==> src/common/fetch_pkg.sv <==
package fetch_pkg;

  localparam int XLEN        = 32;
  localparam int PARCEL_W    = 16;
  localparam int QUEUE_DEPTH = 8;
  localparam int QPTR_W      = $clog2(QUEUE_DEPTH);

  localparam logic [XLEN-1:0] RESET_PC = '0;

  // RV32I major opcodes
  localparam logic [6:0] OPC_LOAD   = 7'b0000011;
  localparam logic [6:0] OPC_OP_IMM = 7'b0010011;
  localparam logic [6:0] OPC_STORE  = 7'b0100011;
  localparam logic [6:0] OPC_OP     = 7'b0110011;
  localparam logic [6:0] OPC_LUI    = 7'b0110111;
  localparam logic [6:0] OPC_BRANCH = 7'b1100011;
  localparam logic [6:0] OPC_JALR   = 7'b1100111;
  localparam logic [6:0] OPC_JAL    = 7'b1101111;

  // Wishbone classic, read only
  typedef struct packed {
    logic            cyc;
    logic            stb;
    logic [XLEN-1:0] adr;
  } wb_req_t;

  typedef struct packed {
    logic            ack;
    logic [XLEN-1:0] dat;
  } wb_rsp_t;

  typedef struct packed {
    logic [XLEN-1:0] instr;       // Always the 32-bit form
    logic [XLEN-1:0] pc;
    logic            compressed;
    logic            pred_taken;
  } fetch_item_t;

  typedef struct packed {
    logic            valid;
    logic [XLEN-1:0] target;
  } redirect_t;

endpackage
==> src/logic/fetch_unit.sv <==
`timescale 1ns/1ns

module fetch_unit import fetch_pkg::*; (
  input  logic            clk,
  input  logic            rst,
  output wb_req_t         wb_req,
  input  wb_rsp_t         wb_rsp,
  input  logic            predict_taken,
  input  logic            flush,
  input  logic [XLEN-1:0] flush_pc,
  output logic            out_valid,
  output fetch_item_t     out_item,
  input  logic            out_ready
);

  redirect_t       redirect;
  logic            word_valid;
  logic [XLEN-1:0] word_data;
  logic [XLEN-1:0] word_pc;
  logic            word_free;
  logic            clear;
  logic            queue_full;
  logic            emit_valid;
  fetch_item_t     emit_item;

  fetch_ctrl fetch_ctrl_i (
    .clk        (clk),
    .rst        (rst),
    .wb_req     (wb_req),
    .wb_rsp     (wb_rsp),
    .redirect   (redirect),
    .flush      (flush),
    .flush_pc   (flush_pc),
    .word_free  (word_free),
    .word_valid (word_valid),
    .word_data  (word_data),
    .word_pc    (word_pc),
    .clear      (clear)
  );

  parcel_aligner parcel_aligner_i (
    .clk           (clk),
    .rst           (rst),
    .word_valid    (word_valid),
    .word_data     (word_data),
    .word_pc       (word_pc),
    .word_free     (word_free),
    .clear         (clear),
    .predict_taken (predict_taken),
    .queue_full    (queue_full),
    .emit_valid    (emit_valid),
    .emit_item     (emit_item)
  );

  target_calc target_calc_i (
    .emit_valid (emit_valid),
    .emit_item  (emit_item),
    .redirect   (redirect)
  );

  // Only flush empties the queue
  fetch_queue fetch_queue_i (
    .clk       (clk),
    .rst       (rst),
    .push      (emit_valid),
    .push_item (emit_item),
    .full      (queue_full),
    .flush     (flush),
    .out_valid (out_valid),
    .out_item  (out_item),
    .out_ready (out_ready)
  );

endmodule

==> src/logic/fetch_ctrl.sv <==
`timescale 1ns/1ns

module fetch_ctrl import fetch_pkg::*; (
  input  logic            clk,
  input  logic            rst,
  output wb_req_t         wb_req,
  input  wb_rsp_t         wb_rsp,
  input  redirect_t       redirect,
  input  logic            flush,
  input  logic [XLEN-1:0] flush_pc,
  input  logic            word_free,
  output logic            word_valid,
  output logic [XLEN-1:0] word_data,
  output logic [XLEN-1:0] word_pc,
  output logic            clear
);

  logic            busy;     // Bus cycle in flight
  logic            discard;  // In-flight word is stale
  logic            ack;
  logic            start;
  logic [XLEN-1:0] pc;
  logic [XLEN-1:0] pc_next;
  logic [XLEN-3:0] adr;

  assign ack        = busy && wb_rsp.ack;
  assign start      = !busy && word_free;
  assign clear      = flush || redirect.valid;
  assign word_valid = ack && !discard && !clear;
  assign word_data  = wb_rsp.dat;
  assign word_pc    = pc;

  assign wb_req.cyc = busy;
  assign wb_req.stb = busy;
  assign wb_req.adr = {adr, 2'b00};

  always_comb begin
    if (flush) begin
      pc_next = flush_pc;
    end else if (redirect.valid) begin
      pc_next = redirect.target;
    end else if (word_valid) begin
      pc_next = {pc[XLEN-1:2] + 1'b1, 2'b00};  // Next word, realigned
    end else begin
      pc_next = pc;
    end
  end

  always_ff @(posedge clk) begin
    if (rst) begin
      pc      <= RESET_PC;
      busy    <= 1'b0;
      discard <= 1'b0;
    end else begin
      pc <= pc_next;
      if (ack) begin
        busy    <= 1'b0;
        discard <= 1'b0;
      end else if (busy) begin
        if (clear) begin
          discard <= 1'b1;
        end
      end else if (start) begin
        busy <= 1'b1;
      end
    end
  end

  always_ff @(posedge clk) begin
    if (start) begin
      adr <= pc_next[XLEN-1:2];  // Already the redirect target
    end
  end

  // Bus released in the cycle after the ack
  drop_after_ack: assert property (@(posedge clk) disable iff (rst)
    wb_req.cyc && wb_rsp.ack |=> !wb_req.cyc && !wb_req.stb);

  // Request stays put until the slave acks
  req_held: assert property (@(posedge clk) disable iff (rst)
    wb_req.stb && !wb_rsp.ack |=> wb_req.stb && $stable(wb_req.adr));

endmodule

==> src/logic/fetch_queue.sv <==
`timescale 1ns/1ns

module fetch_queue import fetch_pkg::*; (
  input  logic        clk,
  input  logic        rst,
  input  logic        push,
  input  fetch_item_t push_item,
  output logic        full,
  input  logic        flush,
  output logic        out_valid,
  output fetch_item_t out_item,
  input  logic        out_ready
);

  fetch_item_t       mem [QUEUE_DEPTH];
  logic [QPTR_W-1:0] head;
  logic [QPTR_W-1:0] tail;
  logic [QPTR_W:0]   count;
  logic              wr;
  logic              pop;

  assign full      = count == (QPTR_W + 1)'(QUEUE_DEPTH);
  assign out_valid = count != '0;
  assign out_item  = mem[head];
  assign wr        = push && !full;
  assign pop       = out_valid && out_ready;

  always_ff @(posedge clk) begin
    if (rst || flush) begin
      head  <= '0;
      tail  <= '0;
      count <= '0;
    end else begin
      if (wr) begin
        tail <= tail + 1'b1;  // Depth is a power of two
      end
      if (pop) begin
        head <= head + 1'b1;
      end
      case ({wr, pop})
        2'b10:   count <= count + 1'b1;
        2'b01:   count <= count - 1'b1;
        default: count <= count;
      endcase
    end
  end

  always_ff @(posedge clk) begin
    if (wr) begin
      mem[tail] <= push_item;
    end
  end

  // Aligner holds off while full
  no_push_full: assert property (@(posedge clk) disable iff (rst)
    push |-> !full);

endmodule

==> src/logic/target_calc.sv <==
`timescale 1ns/1ns

module target_calc import fetch_pkg::*; (
  input  logic        emit_valid,
  input  fetch_item_t emit_item,
  output redirect_t   redirect
);

  logic [6:0]      opcode;
  logic [XLEN-1:0] j_imm;
  logic [XLEN-1:0] b_imm;
  logic            is_jal;
  logic            is_taken_br;

  assign opcode = emit_item.instr[6:0];

  assign j_imm = {{12{emit_item.instr[31]}}, emit_item.instr[19:12], emit_item.instr[20],
                  emit_item.instr[30:21], 1'b0};
  assign b_imm = {{20{emit_item.instr[31]}}, emit_item.instr[7], emit_item.instr[30:25],
                  emit_item.instr[11:8], 1'b0};

  assign is_jal      = emit_valid && opcode == OPC_JAL;
  assign is_taken_br = emit_valid && opcode == OPC_BRANCH && emit_item.pred_taken;

  assign redirect.valid  = is_jal || is_taken_br;
  assign redirect.target = emit_item.pc + (is_jal ? j_imm : b_imm);

endmodule

==> src/logic/parcel_aligner.sv <==
`timescale 1ns/1ns

module parcel_aligner import fetch_pkg::*; (
  input  logic            clk,
  input  logic            rst,
  input  logic            word_valid,
  input  logic [XLEN-1:0] word_data,
  input  logic [XLEN-1:0] word_pc,
  output logic            word_free,
  input  logic            clear,
  input  logic            predict_taken,
  input  logic            queue_full,
  output logic            emit_valid,
  output fetch_item_t     emit_item
);

  logic                buf_valid;
  logic [XLEN-1:0]     buf_word;
  logic [XLEN-3:0]     buf_adr;      // Word address of buf_word
  logic                idx;          // Next parcel in the buffer
  logic                carry_valid;
  logic [PARCEL_W-1:0] carry_half;
  logic [XLEN-1:0]     carry_pc;
  logic [PARCEL_W-1:0] parcel;
  logic [XLEN-1:0]     parcel_exp;
  logic                is_rvc;
  logic                step;
  logic                start_carry;
  logic [XLEN-1:0]     instr;

  rvc_expander rvc_expander_i (
    .parcel   (parcel),
    .expanded (parcel_exp)
  );

  assign parcel      = idx ? buf_word[XLEN-1:PARCEL_W] : buf_word[PARCEL_W-1:0];
  assign is_rvc      = parcel[1:0] != 2'b11;
  assign step        = buf_valid && !queue_full;
  assign start_carry = !carry_valid && idx && !is_rvc;  // Lower half only
  assign emit_valid  = step && !start_carry;
  assign word_free   = !buf_valid;

  always_comb begin
    if (carry_valid) begin
      instr                = {buf_word[PARCEL_W-1:0], carry_half};
      emit_item.pc         = carry_pc;
      emit_item.compressed = 1'b0;
    end else if (is_rvc) begin
      instr                = parcel_exp;
      emit_item.pc         = {buf_adr, idx, 1'b0};
      emit_item.compressed = 1'b1;
    end else begin
      instr                = buf_word;
      emit_item.pc         = {buf_adr, 2'b00};
      emit_item.compressed = 1'b0;
    end
    emit_item.instr      = instr;
    emit_item.pred_taken = predict_taken && instr[6:0] == OPC_BRANCH;
  end

  always_ff @(posedge clk) begin
    if (rst || clear) begin
      buf_valid   <= 1'b0;
      carry_valid <= 1'b0;
      idx         <= 1'b0;
    end else if (word_valid) begin
      buf_valid <= 1'b1;
      idx       <= word_pc[1];  // Odd target skips the first parcel
    end else if (step) begin
      if (carry_valid) begin
        carry_valid <= 1'b0;
        idx         <= 1'b1;
      end else if (!idx && is_rvc) begin
        idx <= 1'b1;
      end else begin
        buf_valid   <= 1'b0;
        carry_valid <= start_carry;
      end
    end
  end

  always_ff @(posedge clk) begin
    if (word_valid) begin
      buf_word <= word_data;
      buf_adr  <= word_pc[XLEN-1:2];
    end
    if (step && start_carry) begin
      carry_half <= parcel;
      carry_pc   <= {buf_adr, 2'b10};
    end
  end

  // Full queue freezes the buffer
  hold_while_full: assert property (@(posedge clk) disable iff (rst)
    buf_valid && queue_full && !clear |=>
      buf_valid && $stable(idx) && $stable(carry_valid));

  // Control only delivers a word into an empty buffer
  load_into_empty: assert property (@(posedge clk) disable iff (rst)
    word_valid |-> !buf_valid);

endmodule

==> src/rvc/rvc_expander.sv <==
`timescale 1ns/1ns

module rvc_expander import fetch_pkg::*; (
  input  logic [PARCEL_W-1:0] parcel,
  output logic [XLEN-1:0]     expanded
);

  logic [PARCEL_W-1:0] c;
  logic [4:0]          rd;
  logic [4:0]          rs2;
  logic [4:0]          rd_p;   // x8 to x15
  logic [4:0]          rs1_p;
  logic [19:0]         j_imm;  // Bits 31:12 of the JAL word
  logic [6:0]          b_hi;
  logic [4:0]          b_lo;

  assign c     = parcel;
  assign rd    = c[11:7];
  assign rs2   = c[6:2];
  assign rd_p  = {2'b01, c[4:2]};
  assign rs1_p = {2'b01, c[9:7]};
  assign j_imm = {c[12], c[8], c[10:9], c[6], c[7], c[2], c[11], c[5:3], {9{c[12]}}};
  assign b_hi  = {{4{c[12]}}, c[6:5], c[2]};
  assign b_lo  = {c[11:10], c[4:3], c[12]};

  always_comb begin
    expanded = '0;
    case (c[1:0])
      2'b00: begin
        case (c[15:13])
          3'b000: begin  // ADDI4SPN
            if (c[12:5] != '0) begin
              expanded = {2'b00, c[10:7], c[12:11], c[5], c[6], 2'b00,
                          5'd2, 3'b000, rd_p, OPC_OP_IMM};
            end
          end
          3'b010: expanded = {5'b0, c[5], c[12:10], c[6], 2'b00,
                              rs1_p, 3'b010, rd_p, OPC_LOAD};
          3'b110: expanded = {5'b0, c[5], c[12], rd_p, rs1_p, 3'b010,
                              c[11:10], c[6], 2'b00, OPC_STORE};
          default: expanded = '0;
        endcase
      end
      2'b01: begin
        case (c[15:13])
          3'b000: expanded = {{7{c[12]}}, c[6:2], rd, 3'b000, rd, OPC_OP_IMM};
          3'b001: expanded = {j_imm, 5'd1, OPC_JAL};
          3'b010: expanded = {{7{c[12]}}, c[6:2], 5'd0, 3'b000, rd, OPC_OP_IMM};
          3'b011: begin
            if (rd == 5'd2) begin  // ADDI16SP
              expanded = {{3{c[12]}}, c[4:3], c[5], c[2], c[6], 4'b0000,
                          5'd2, 3'b000, 5'd2, OPC_OP_IMM};
            end else if ({c[12], c[6:2]} != '0) begin
              expanded = {{15{c[12]}}, c[6:2], rd, OPC_LUI};
            end
          end
          3'b100: begin
            case (c[11:10])
              2'b00: expanded = {7'b0000000, c[6:2], rs1_p, 3'b101, rs1_p, OPC_OP_IMM};
              2'b01: expanded = {7'b0100000, c[6:2], rs1_p, 3'b101, rs1_p, OPC_OP_IMM};
              2'b10: expanded = {{7{c[12]}}, c[6:2], rs1_p, 3'b111, rs1_p, OPC_OP_IMM};
              default: begin
                if (!c[12]) begin
                  case (c[6:5])
                    2'b00: expanded = {7'b0100000, rd_p, rs1_p, 3'b000, rs1_p, OPC_OP};
                    2'b01: expanded = {7'b0000000, rd_p, rs1_p, 3'b100, rs1_p, OPC_OP};
                    2'b10: expanded = {7'b0000000, rd_p, rs1_p, 3'b110, rs1_p, OPC_OP};
                    default: expanded = {7'b0000000, rd_p, rs1_p, 3'b111, rs1_p, OPC_OP};
                  endcase
                end
              end
            endcase
          end
          3'b101: expanded = {j_imm, 5'd0, OPC_JAL};
          3'b110: expanded = {b_hi, 5'd0, rs1_p, 3'b000, b_lo, OPC_BRANCH};
          default: expanded = {b_hi, 5'd0, rs1_p, 3'b001, b_lo, OPC_BRANCH};
        endcase
      end
      2'b10: begin
        case (c[15:13])
          3'b000: expanded = {7'b0000000, c[6:2], rd, 3'b001, rd, OPC_OP_IMM};
          3'b010: expanded = {4'b0000, c[3:2], c[12], c[6:4], 2'b00,
                              5'd2, 3'b010, rd, OPC_LOAD};
          3'b100: begin
            if (rs2 != '0) begin  // MV and ADD
              expanded = {7'b0000000, rs2, c[12] ? rd : 5'd0, 3'b000, rd, OPC_OP};
            end else if (rd != '0) begin  // JR and JALR
              expanded = {12'b0, rd, 3'b000, 4'b0000, c[12], OPC_JALR};
            end
          end
          3'b110: expanded = {4'b0000, c[8:7], c[12], rs2, 5'd2, 3'b010,
                              c[11:9], 2'b00, OPC_STORE};
          default: expanded = '0;
        endcase
      end
      default: expanded = '0;  // Not compressed
    endcase
  end

endmodule

==> config.mk <==
export PLATFORM = sky130hd
export DESIGN_NAME = fetch_unit
export DESIGN_NICKNAME = d
export VERILOG_FILES = /design/src/common/fetch_pkg.sv /design/src/logic/fetch_unit.sv /design/src/logic/fetch_ctrl.sv /design/src/logic/fetch_queue.sv /design/src/logic/target_calc.sv /design/src/logic/parcel_aligner.sv /design/src/rvc/rvc_expander.sv
export SDC_FILE = /design/constraint.sdc
export NUM_CORES = 1
export LEC_CHECK = 0
export BUFFER_PORTS_ARGS = -buffer_cell sky130_fd_sc_hd__clkbuf_2
export CAP_MARGIN = 20
export CORE_ASPECT_RATIO = 0.8
export CORE_MARGIN = 5
export CORE_UTILIZATION = 39
export DETAILED_ROUTE_END_ITERATION = 10
export GPL_ROUTABILITY_DRIVEN = 1
export PLACE_DENSITY = 0.52
export SETUP_SLACK_MARGIN = 0.2
export SLEW_MARGIN = 20
export SYNTH_ARGS = -nofsm -noshare
export SYNTH_HDL_FRONTEND = slang
export SYNTH_SLANG_ARGS = --single-unit
==> constraint.sdc <==
create_clock -name clk -period 11.5 [get_ports clk]
set_input_delay 2.3 -clock clk [delete_from_list [all_inputs] [get_ports clk]]
set_output_delay 2.3 -clock clk [all_outputs]
set_load 0.02 [all_outputs]
==> results_dict.tcl, run 1 <==
set metrics [dict create \
    first_global_vias 18400 \
    rsz0062_at_grt "no" \
    htree_levels 3 \
    antenna_found_initial 5 \
    grt_use_total 0.199 \
    synthAdderAreaFrac 0.0157 \
    synth_top_family_by_area "multiplexers" \
    io_buffers 166 \
    row_count 92 \
    syn_area_sq_mm 0.0312 \
    clock_latency_ns 0.64 \
    finalWirelength_mm 86.4 \
    fin_area_sq_mm 0.0358 \
    register_area_sq_mm 0.0208 \
    relSlewSlack 0.204 \
    core_sq_mm 0.0791 \
    crit_required_ns 11.88 \
    crit_end "fetch_ctrl_i.adr[19]" \
    synth_edf_count 658 \
    skew_ns 0.0259 \
    clock.fmax_mhz 131 \
    post_cts_buffers 0 \
    finalMaxSlewViolations 0 \
    grt_pass1_wl_mm 127 \
    cts_hold_repair.buffers 0 \
    gp_congestion 0.908 \
    vdd_drop_max_mv 0.105 \
    avgSynthCellArea_sq_um 15.9 \
    routedWlPerCell_microns 26.5 \
    ys_seq_area_frac 0.665 \
    cts-resized-gates 0 \
    rrSetupSlack_ns 3.86 \
    cts_tree "built" \
    synth-compound-area-share 0.0737 \
    yosys.area_share.simple 0.0615 \
    muxShareOfSynthArea 0.147 \
    power.density_mw_per_mm2 156 \
    grt_overflow 0 \
    dr.pass1.iters 5 \
    cts.clk_slew.worst_paths_ns 0.06 \
    dieHeight_microns 263 \
    crit_path_start "parcel_aligner_i.idx" \
    drc 0 \
    met2_usage 0.285 \
    worstPathArrival_ns 8.03 \
    setup_viol 0 \
    period_share 0.664 \
    die_w_microns 326 \
    multi_input_area_sq_mm 0.00990 \
    start_kind "flip-flop" \
    hold_class "flip-flop to flip-flop" \
    worst_pin_slew_ns 1.19 \
    r2r_start "parcel_aligner_i.idx" \
    vias 18400 \
    yosys.area_share.xor_xnor 0.0163 \
    p_leak_nw 11.9 \
    async_flop_share 0 \
    cts_buffers 77 \
    ys_ff_latch 707 \
    vias_per_cell 5.65 \
    grtUsageMet1 0.311 \
    cp_max_fo 33 \
    hpwl_mm 55.9 \
    nets 2268 \
    fillers 6961 \
    place_area_sq_mm 0.0333 \
    antenna_left 0 \
    yosys_most_used_dff "edfxtp_1" \
    busiest_layer "met1" \
    hold_viol 0 \
    grt_max_degree 63 \
    status "complete, no violations" \
    ys_types 90 \
    setup_tns_ns 0 \
    r2r_cells 22 \
    start_util 0.394 \
    cts_root_buf "clkbuf_16" \
    cap_violations 0 \
    grt_use_met3 0.0414 \
    syn-instance-count 1966 \
    yosys_warnings 0 \
    worstReg2RegEnd "fetch_ctrl_i.adr[19]" \
    area_growth_pct 14.9 \
    critPathKind "flip-flop to flip-flop" \
    drt_iter0_markers 1702 \
    fin_crit_ns 7.64 \
    layout-drive-gt1-share 0.279 \
    hold_ws_ns 0.444 \
    cts_buffer_depth 3 \
    num_io_pins 171 \
    endpoint_kind "flip-flop" \
    cts_sinks 707 \
    die_area_sq_mm 0.0858 \
]
final cells by class:
cell class	instances	share of cell area
clock inverter	45	0.0132
tap	1034	0.0361
multi-input combinational	1116	0.276
sequential	707	0.579
timing repair buffer	211	0.0328
antenna	3	0.000210
clock buffer	97	0.0570
inverter	47	0.00492
routing by layer:
| metal | part of all wire | up-vias | wire, microns |
|---|---|---|---|
| li1 | - | 8237 | - |
| met1 | 0.48 | 9428 | 41700 |
| met2 | 0.43 | 641 | 37000 |
| met3 | 0.066 | 120 | 5690 |
| met4 | 0.024 | 0 | 2030 |
| met5 | 0 | - | 0 |
cell usage in the layout (no fill, tap or decap), types with 9 or more instances in the layout:
cell       instances
clkbuf_2         166
o21ai_0           59
nand4_1           11
and3_1            10
nor4_1            13
o211ai_1          11
xnor2_1           28
ha_1              36
a21oi_1           94
dfxtp_1           44
inv_1             44
clkinv_1          11
a211oi_1          27
edfxtp_1         658
o21a_1            12
mux2i_1           30
clkbuf_16         78
or3_1              9
nor3_1            43
mux4_2           130
a21o_1            10
buf_4             43
a221oi_1           9
clkbuf_1          17
clkinv_2          17
a2111oi_0         11
a31oi_1           13
nand3_1           23
nand2b_1          19
nor2_1            98
xor2_1            30
mux2_2           118
nand2_1          121
power by group:
| part | switching (mW) | leakage [nW] | total (mW) | internal (mW) |
|---|---|---|---|---|
| Clock | 1.03 | 1.22 | 2.45 | 1.41 |
| Sequential | 0.0255 | 6.42 | 2.86 | 2.84 |
| Combinational | 0.200 | 4.29 | 0.296 | 0.0960 |
cells in the mapped netlist (all sizes together) (9+ instances only):
cell type	number	area (sq um)
a2111oi	13	134
a211oi	27	203
a21o	10	75.1
a21oi	96	484
a221oi	9	78.8
a31oi	13	81.3
and3	10	62.6
buf	36	225
clkbuf	62	233
dfxtp	49	981
edfxtp	658	19800
ha	36	450
inv	45	169
mux2	118	1330
mux2i	32	337
mux4	130	2930
nand2	121	454
nand2b	19	119
nand3	24	125
nand4	11	68.8
nor2	104	390
nor3	47	235
nor4	15	100
o211ai	12	95.1
o21a	12	90.1
o21ai	66	334
or3	9	56.3
xnor2	28	245
xor2	30	263
flip-flops by register name, summed over array words and instances (netlist names), named ones only:
name / cells
fetch_ctrl_i.adr: 30
fetch_ctrl_i.busy: 1
fetch_ctrl_i.discard: 1
fetch_ctrl_i.word_pc: 31
fetch_queue_i.count: 4
fetch_queue_i.head: 3
fetch_queue_i.mem: 520
fetch_queue_i.tail: 3
parcel_aligner_i.buf_adr: 30
parcel_aligner_i.buf_valid: 1
parcel_aligner_i.buf_word: 32
parcel_aligner_i.carry_half: 16
parcel_aligner_i.carry_pc: 30
parcel_aligner_i.carry_valid: 1
parcel_aligner_i.idx: 1
worst min path at each step:
stage                                       startpoint  depth (start not counted)                             to
final                     parcel_aligner_i.buf_adr[26]                          0  parcel_aligner_i.carry_pc[28]
after global routing      parcel_aligner_i.buf_adr[26]                          0  parcel_aligner_i.carry_pc[28]
after CTS                 parcel_aligner_i.buf_adr[26]                          0  parcel_aligner_i.carry_pc[28]
after detailed placement  parcel_aligner_i.buf_adr[26]                          0  parcel_aligner_i.carry_pc[28]
after global placement    parcel_aligner_i.buf_adr[27]                          0  parcel_aligner_i.carry_pc[29]
after floorplan            parcel_aligner_i.buf_adr[8]                          0  parcel_aligner_i.carry_pc[10]
worst max-delay path, cell delays in order (launching register included):
cell	delay (ns)
dfxtp_2	0.66
buf_4	0.45
or3b_1	0.43
a2bb2oi_1	0.16
buf_4	0.20
a211oi_1	0.72
o221ai_1	0.38
a2111oi_4	0.37
nand2_1	0.11
nor2_1	0.46
mux2_2	0.29
ha_1	0.20
inv_1	0.07
fa_1	0.38
nor2b_1	0.23
o31ai_1	0.15
a2111oi_0	0.75
nor3_1	0.21
o31ai_1	0.45
a31oi_1	0.16
xor2_1	0.16
mux2i_1	0.16
o21a_1	0.23
through the flow:
stage	utilization	instances	setup WS [ns]	power, mW
4_1_cts	0.453	3257	3.98	5.67
2_1_floorplan	-	1968	3.03	3.09
5_1_grt	0.453	3257	3.42	5.81
3_3_place_gp	0.421	3114	3.51	3.21
6_report	0.453	3260	3.86	5.61
3_5_place_dp	0.421	3115	4.03	3.21
cell families after synthesis:
family | Yosys count
AO/OA/AOI/OAI | 339
other | 1
XOR/XNOR | 58
adder cells (fa/ha/maj) | 38
AND/OR/NAND/NOR | 398
buffers and inverters | 145
multiplexers | 280
flip-flops | 707
No activity file was read; power rests on OpenSTA's default activity.
==> run 2, diff against run 1 <==
--- a/config.mk
+++ b/config.mk
@@ -5,6 +5,7 @@
 export SDC_FILE = /design/constraint.sdc
 export NUM_CORES = 1
 export LEC_CHECK = 0
+export ABC_AREA = 1
 export BUFFER_PORTS_ARGS = -buffer_cell sky130_fd_sc_hd__clkbuf_2
 export CAP_MARGIN = 20
 export CORE_ASPECT_RATIO = 0.8
==> constraint.sdc (replaced) <==
create_clock -name clk -period 7.74 [get_ports clk]
set_input_delay 1.548 -clock clk [delete_from_list [all_inputs] [get_ports clk]]
set_output_delay 1.548 -clock clk [all_outputs]
set_load 0.02 [all_outputs]
==> results_dict.tcl, run 2 <==
set metrics [dict create \
    hpwl_mm 63.3 \
    synth_top_area_frac 0.616 \
    yosys.area.top_type "edfxtp_1" \
    yosys_most_used_dff "edfxtp_1" \
    row_count 94 \
    num_io_pins 171 \
    cts_root_buf "clkbuf_16" \
    grt_max_degree 241 \
    critPathKind "flip-flop to flip-flop" \
    setup_tns_ns 0 \
    crit_required_ns 8.12 \
    dr.pass1.iters 7 \
    gp_congestion 0.891 \
    routedWlPerCell_microns 22.3 \
    fin_area_sq_mm 0.0367 \
    place_area_sq_mm 0.0342 \
    cp_slowest_cell "nor2_2" \
    ys_ff_latch 707 \
    post_cts_buffers 0 \
    finalWirelength_mm 98.4 \
    layout-drive-gt1-share 0.143 \
    fin_crit_ns 6.69 \
    area_growth_pct 14.4 \
    p_leak_nw 13.8 \
    start_kind "flip-flop" \
    worstPathArrival_ns 7.08 \
    hold_class "flip-flop to flip-flop" \
    synth_top_cells_by_area "edfxtp_1 62%, nor2_1 6.8%, nand2_1 5.6%" \
    grt_use_total 0.219 \
    htree_levels 3 \
    power_mw 8.43 \
    antenna_found_initial 2 \
    hold_ws_ns 0.455 \
    avgSynthCellArea_sq_um 10.4 \
    clock.fmax_mhz 149 \
    cts_hold_repair.buffers 0 \
    crit_top_cell "nand2_1" \
    core_sq_mm 0.0820 \
    skew_ns 0.0396 \
    grt_pass1_wl_mm 145 \
    period_share 0.865 \
    die_area_sq_mm 0.0881 \
    cp_max_fo 19 \
    synth.most_common_cell "edfxtp_1" \
    top_register "fetch_queue_i.mem" \
    first_global_vias 22800 \
    crit_buf_inv 6 \
    cts_buffer_depth 3 \
    power.density_mw_per_mm2 230 \
    cts_tree "built" \
    clock_latency_ns 0.63 \
    ys_types 53 \
    syn_area_sq_mm 0.0321 \
    drt_iter0_markers 1931 \
    worst_pin_slew_ns 1.05 \
    cap_violations 0 \
    cts-resized-gates 0 \
    nets 3345 \
    cts_sinks 707 \
    vias_per_cell 5.38 \
    io_buffers 166 \
    layout_commonest_cell "edfxtp_1" \
    vias 23700 \
    rsz0062_at_grt "no" \
    drc 0 \
    relSlewSlack 0.294 \
    ys_seq_area_frac 0.646 \
    syn-instance-count 3096 \
    dieHeight_microns 267 \
    fillers 7703 \
    max_stage_delay_ns 0.38 \
    yosys_warnings 0 \
    hold_viol 0 \
    cts.clk_slew.worst_paths_ns 0.07 \
    setup_viol 0 \
    vdd_drop_max_mv 0.213 \
    async_flop_share 0 \
    cts_buffers 75 \
    grt_overflow 0 \
    endpoint_kind "flip-flop" \
    path_delay_family "simple AND/OR/NAND/NOR gates" \
    layout_common_cells "658 x edfxtp_1, 575 x nor2_1, 478 x nand2_1" \
    die_w_microns 331 \
    status "complete, no violations" \
    finalMaxSlewViolations 0 \
    largest_reg_flops 520 \
    antenna_left 0 \
    start_util 0.391 \
    fin_util 0.448 \
    synth_common_cells "658 x edfxtp_1, 585 x nor2_1, 479 x nand2_1, 348 x o21ai_0, 183 x inv_1" \
    synth_edf_count 658 \
]
## run 2: per-layer routing
layer / wire [microns] / global-route usage / vias up
met4: 2450 / 0.0568 / 0
met2: 42600 / 0.331 / 749
met1: 47400 / 0.332 / 11600
li1: - / - / 11200
met5: 0 / 0 / -
met3: 5960 / 0.0342 / 140
## run 2: worst reg2reg max path, delay by kind of cell (launching register included)
family | cells | cell delay [ns]
compound gates | 7 | 1.21
fa+ha+maj | 2 | 0.55
buf+inv | 6 | 0.93
flops | 1 | 0.32
simple gates | 21 | 3.44
## run 2: metrics by stage
step / setup WS [ns] / std cells
2_1_floorplan: 2.95 / 3098
3_3_place_gp: 1.25 / 4262
3_5_place_dp: 1.14 / 4263
4_1_cts: 1.12 / 4401
5_1_grt: 0.562 / 4402
6_report: 1.05 / 4407
## run 2: final cells by class
type | count | area (sq um) | area share
diodes | 5 | 12.5 | 0.000341
repair buffers | 221 | 1280 | 0.0348
clock buffers | 95 | 2050 | 0.0560
well taps | 1104 | 1380 | 0.0376
multi-input cells | 2026 | 10000 | 0.273
inverters | 206 | 788 | 0.0215
flip-flops and latches | 707 | 20700 | 0.565
clock inverters | 43 | 419 | 0.0114
## run 2: cell families (layout without fill, tap and decap cells)
logic type                 Yosys count  in the layout  synth area share
AOI/OAI and AO/OA                  685            685             0.121
xor gates and xnor gates            40             40            0.0109
adders and majority gates           38             38            0.0153
buffers and inverters              365            565            0.0450
DFF                                707            707             0.646
other                                1              8          0.000117
and+or+nand+nor                   1260           1260             0.161
## run 2: worst paths after layout
check | slack, ns | end | startpoint | depth (start not counted)
setup reg to reg | 1.05 | fetch_ctrl_i.adr[27] | parcel_aligner_i.idx | 36
setup / recovery | 1.05 | fetch_ctrl_i.adr[27] | parcel_aligner_i.idx | 36
hold reg to reg | 0.46 | parcel_aligner_i.carry_pc[30] | parcel_aligner_i.buf_adr[28] | 0
hold / removal | 0.46 | parcel_aligner_i.carry_pc[30] | parcel_aligner_i.buf_adr[28] | 0
## run 2: power breakdown
group	switching, mW	internal, mW	total [mW]
clock	1.52	2.07	3.59
combinational	0.413	0.167	0.580
sequential	0.0380	4.23	4.27
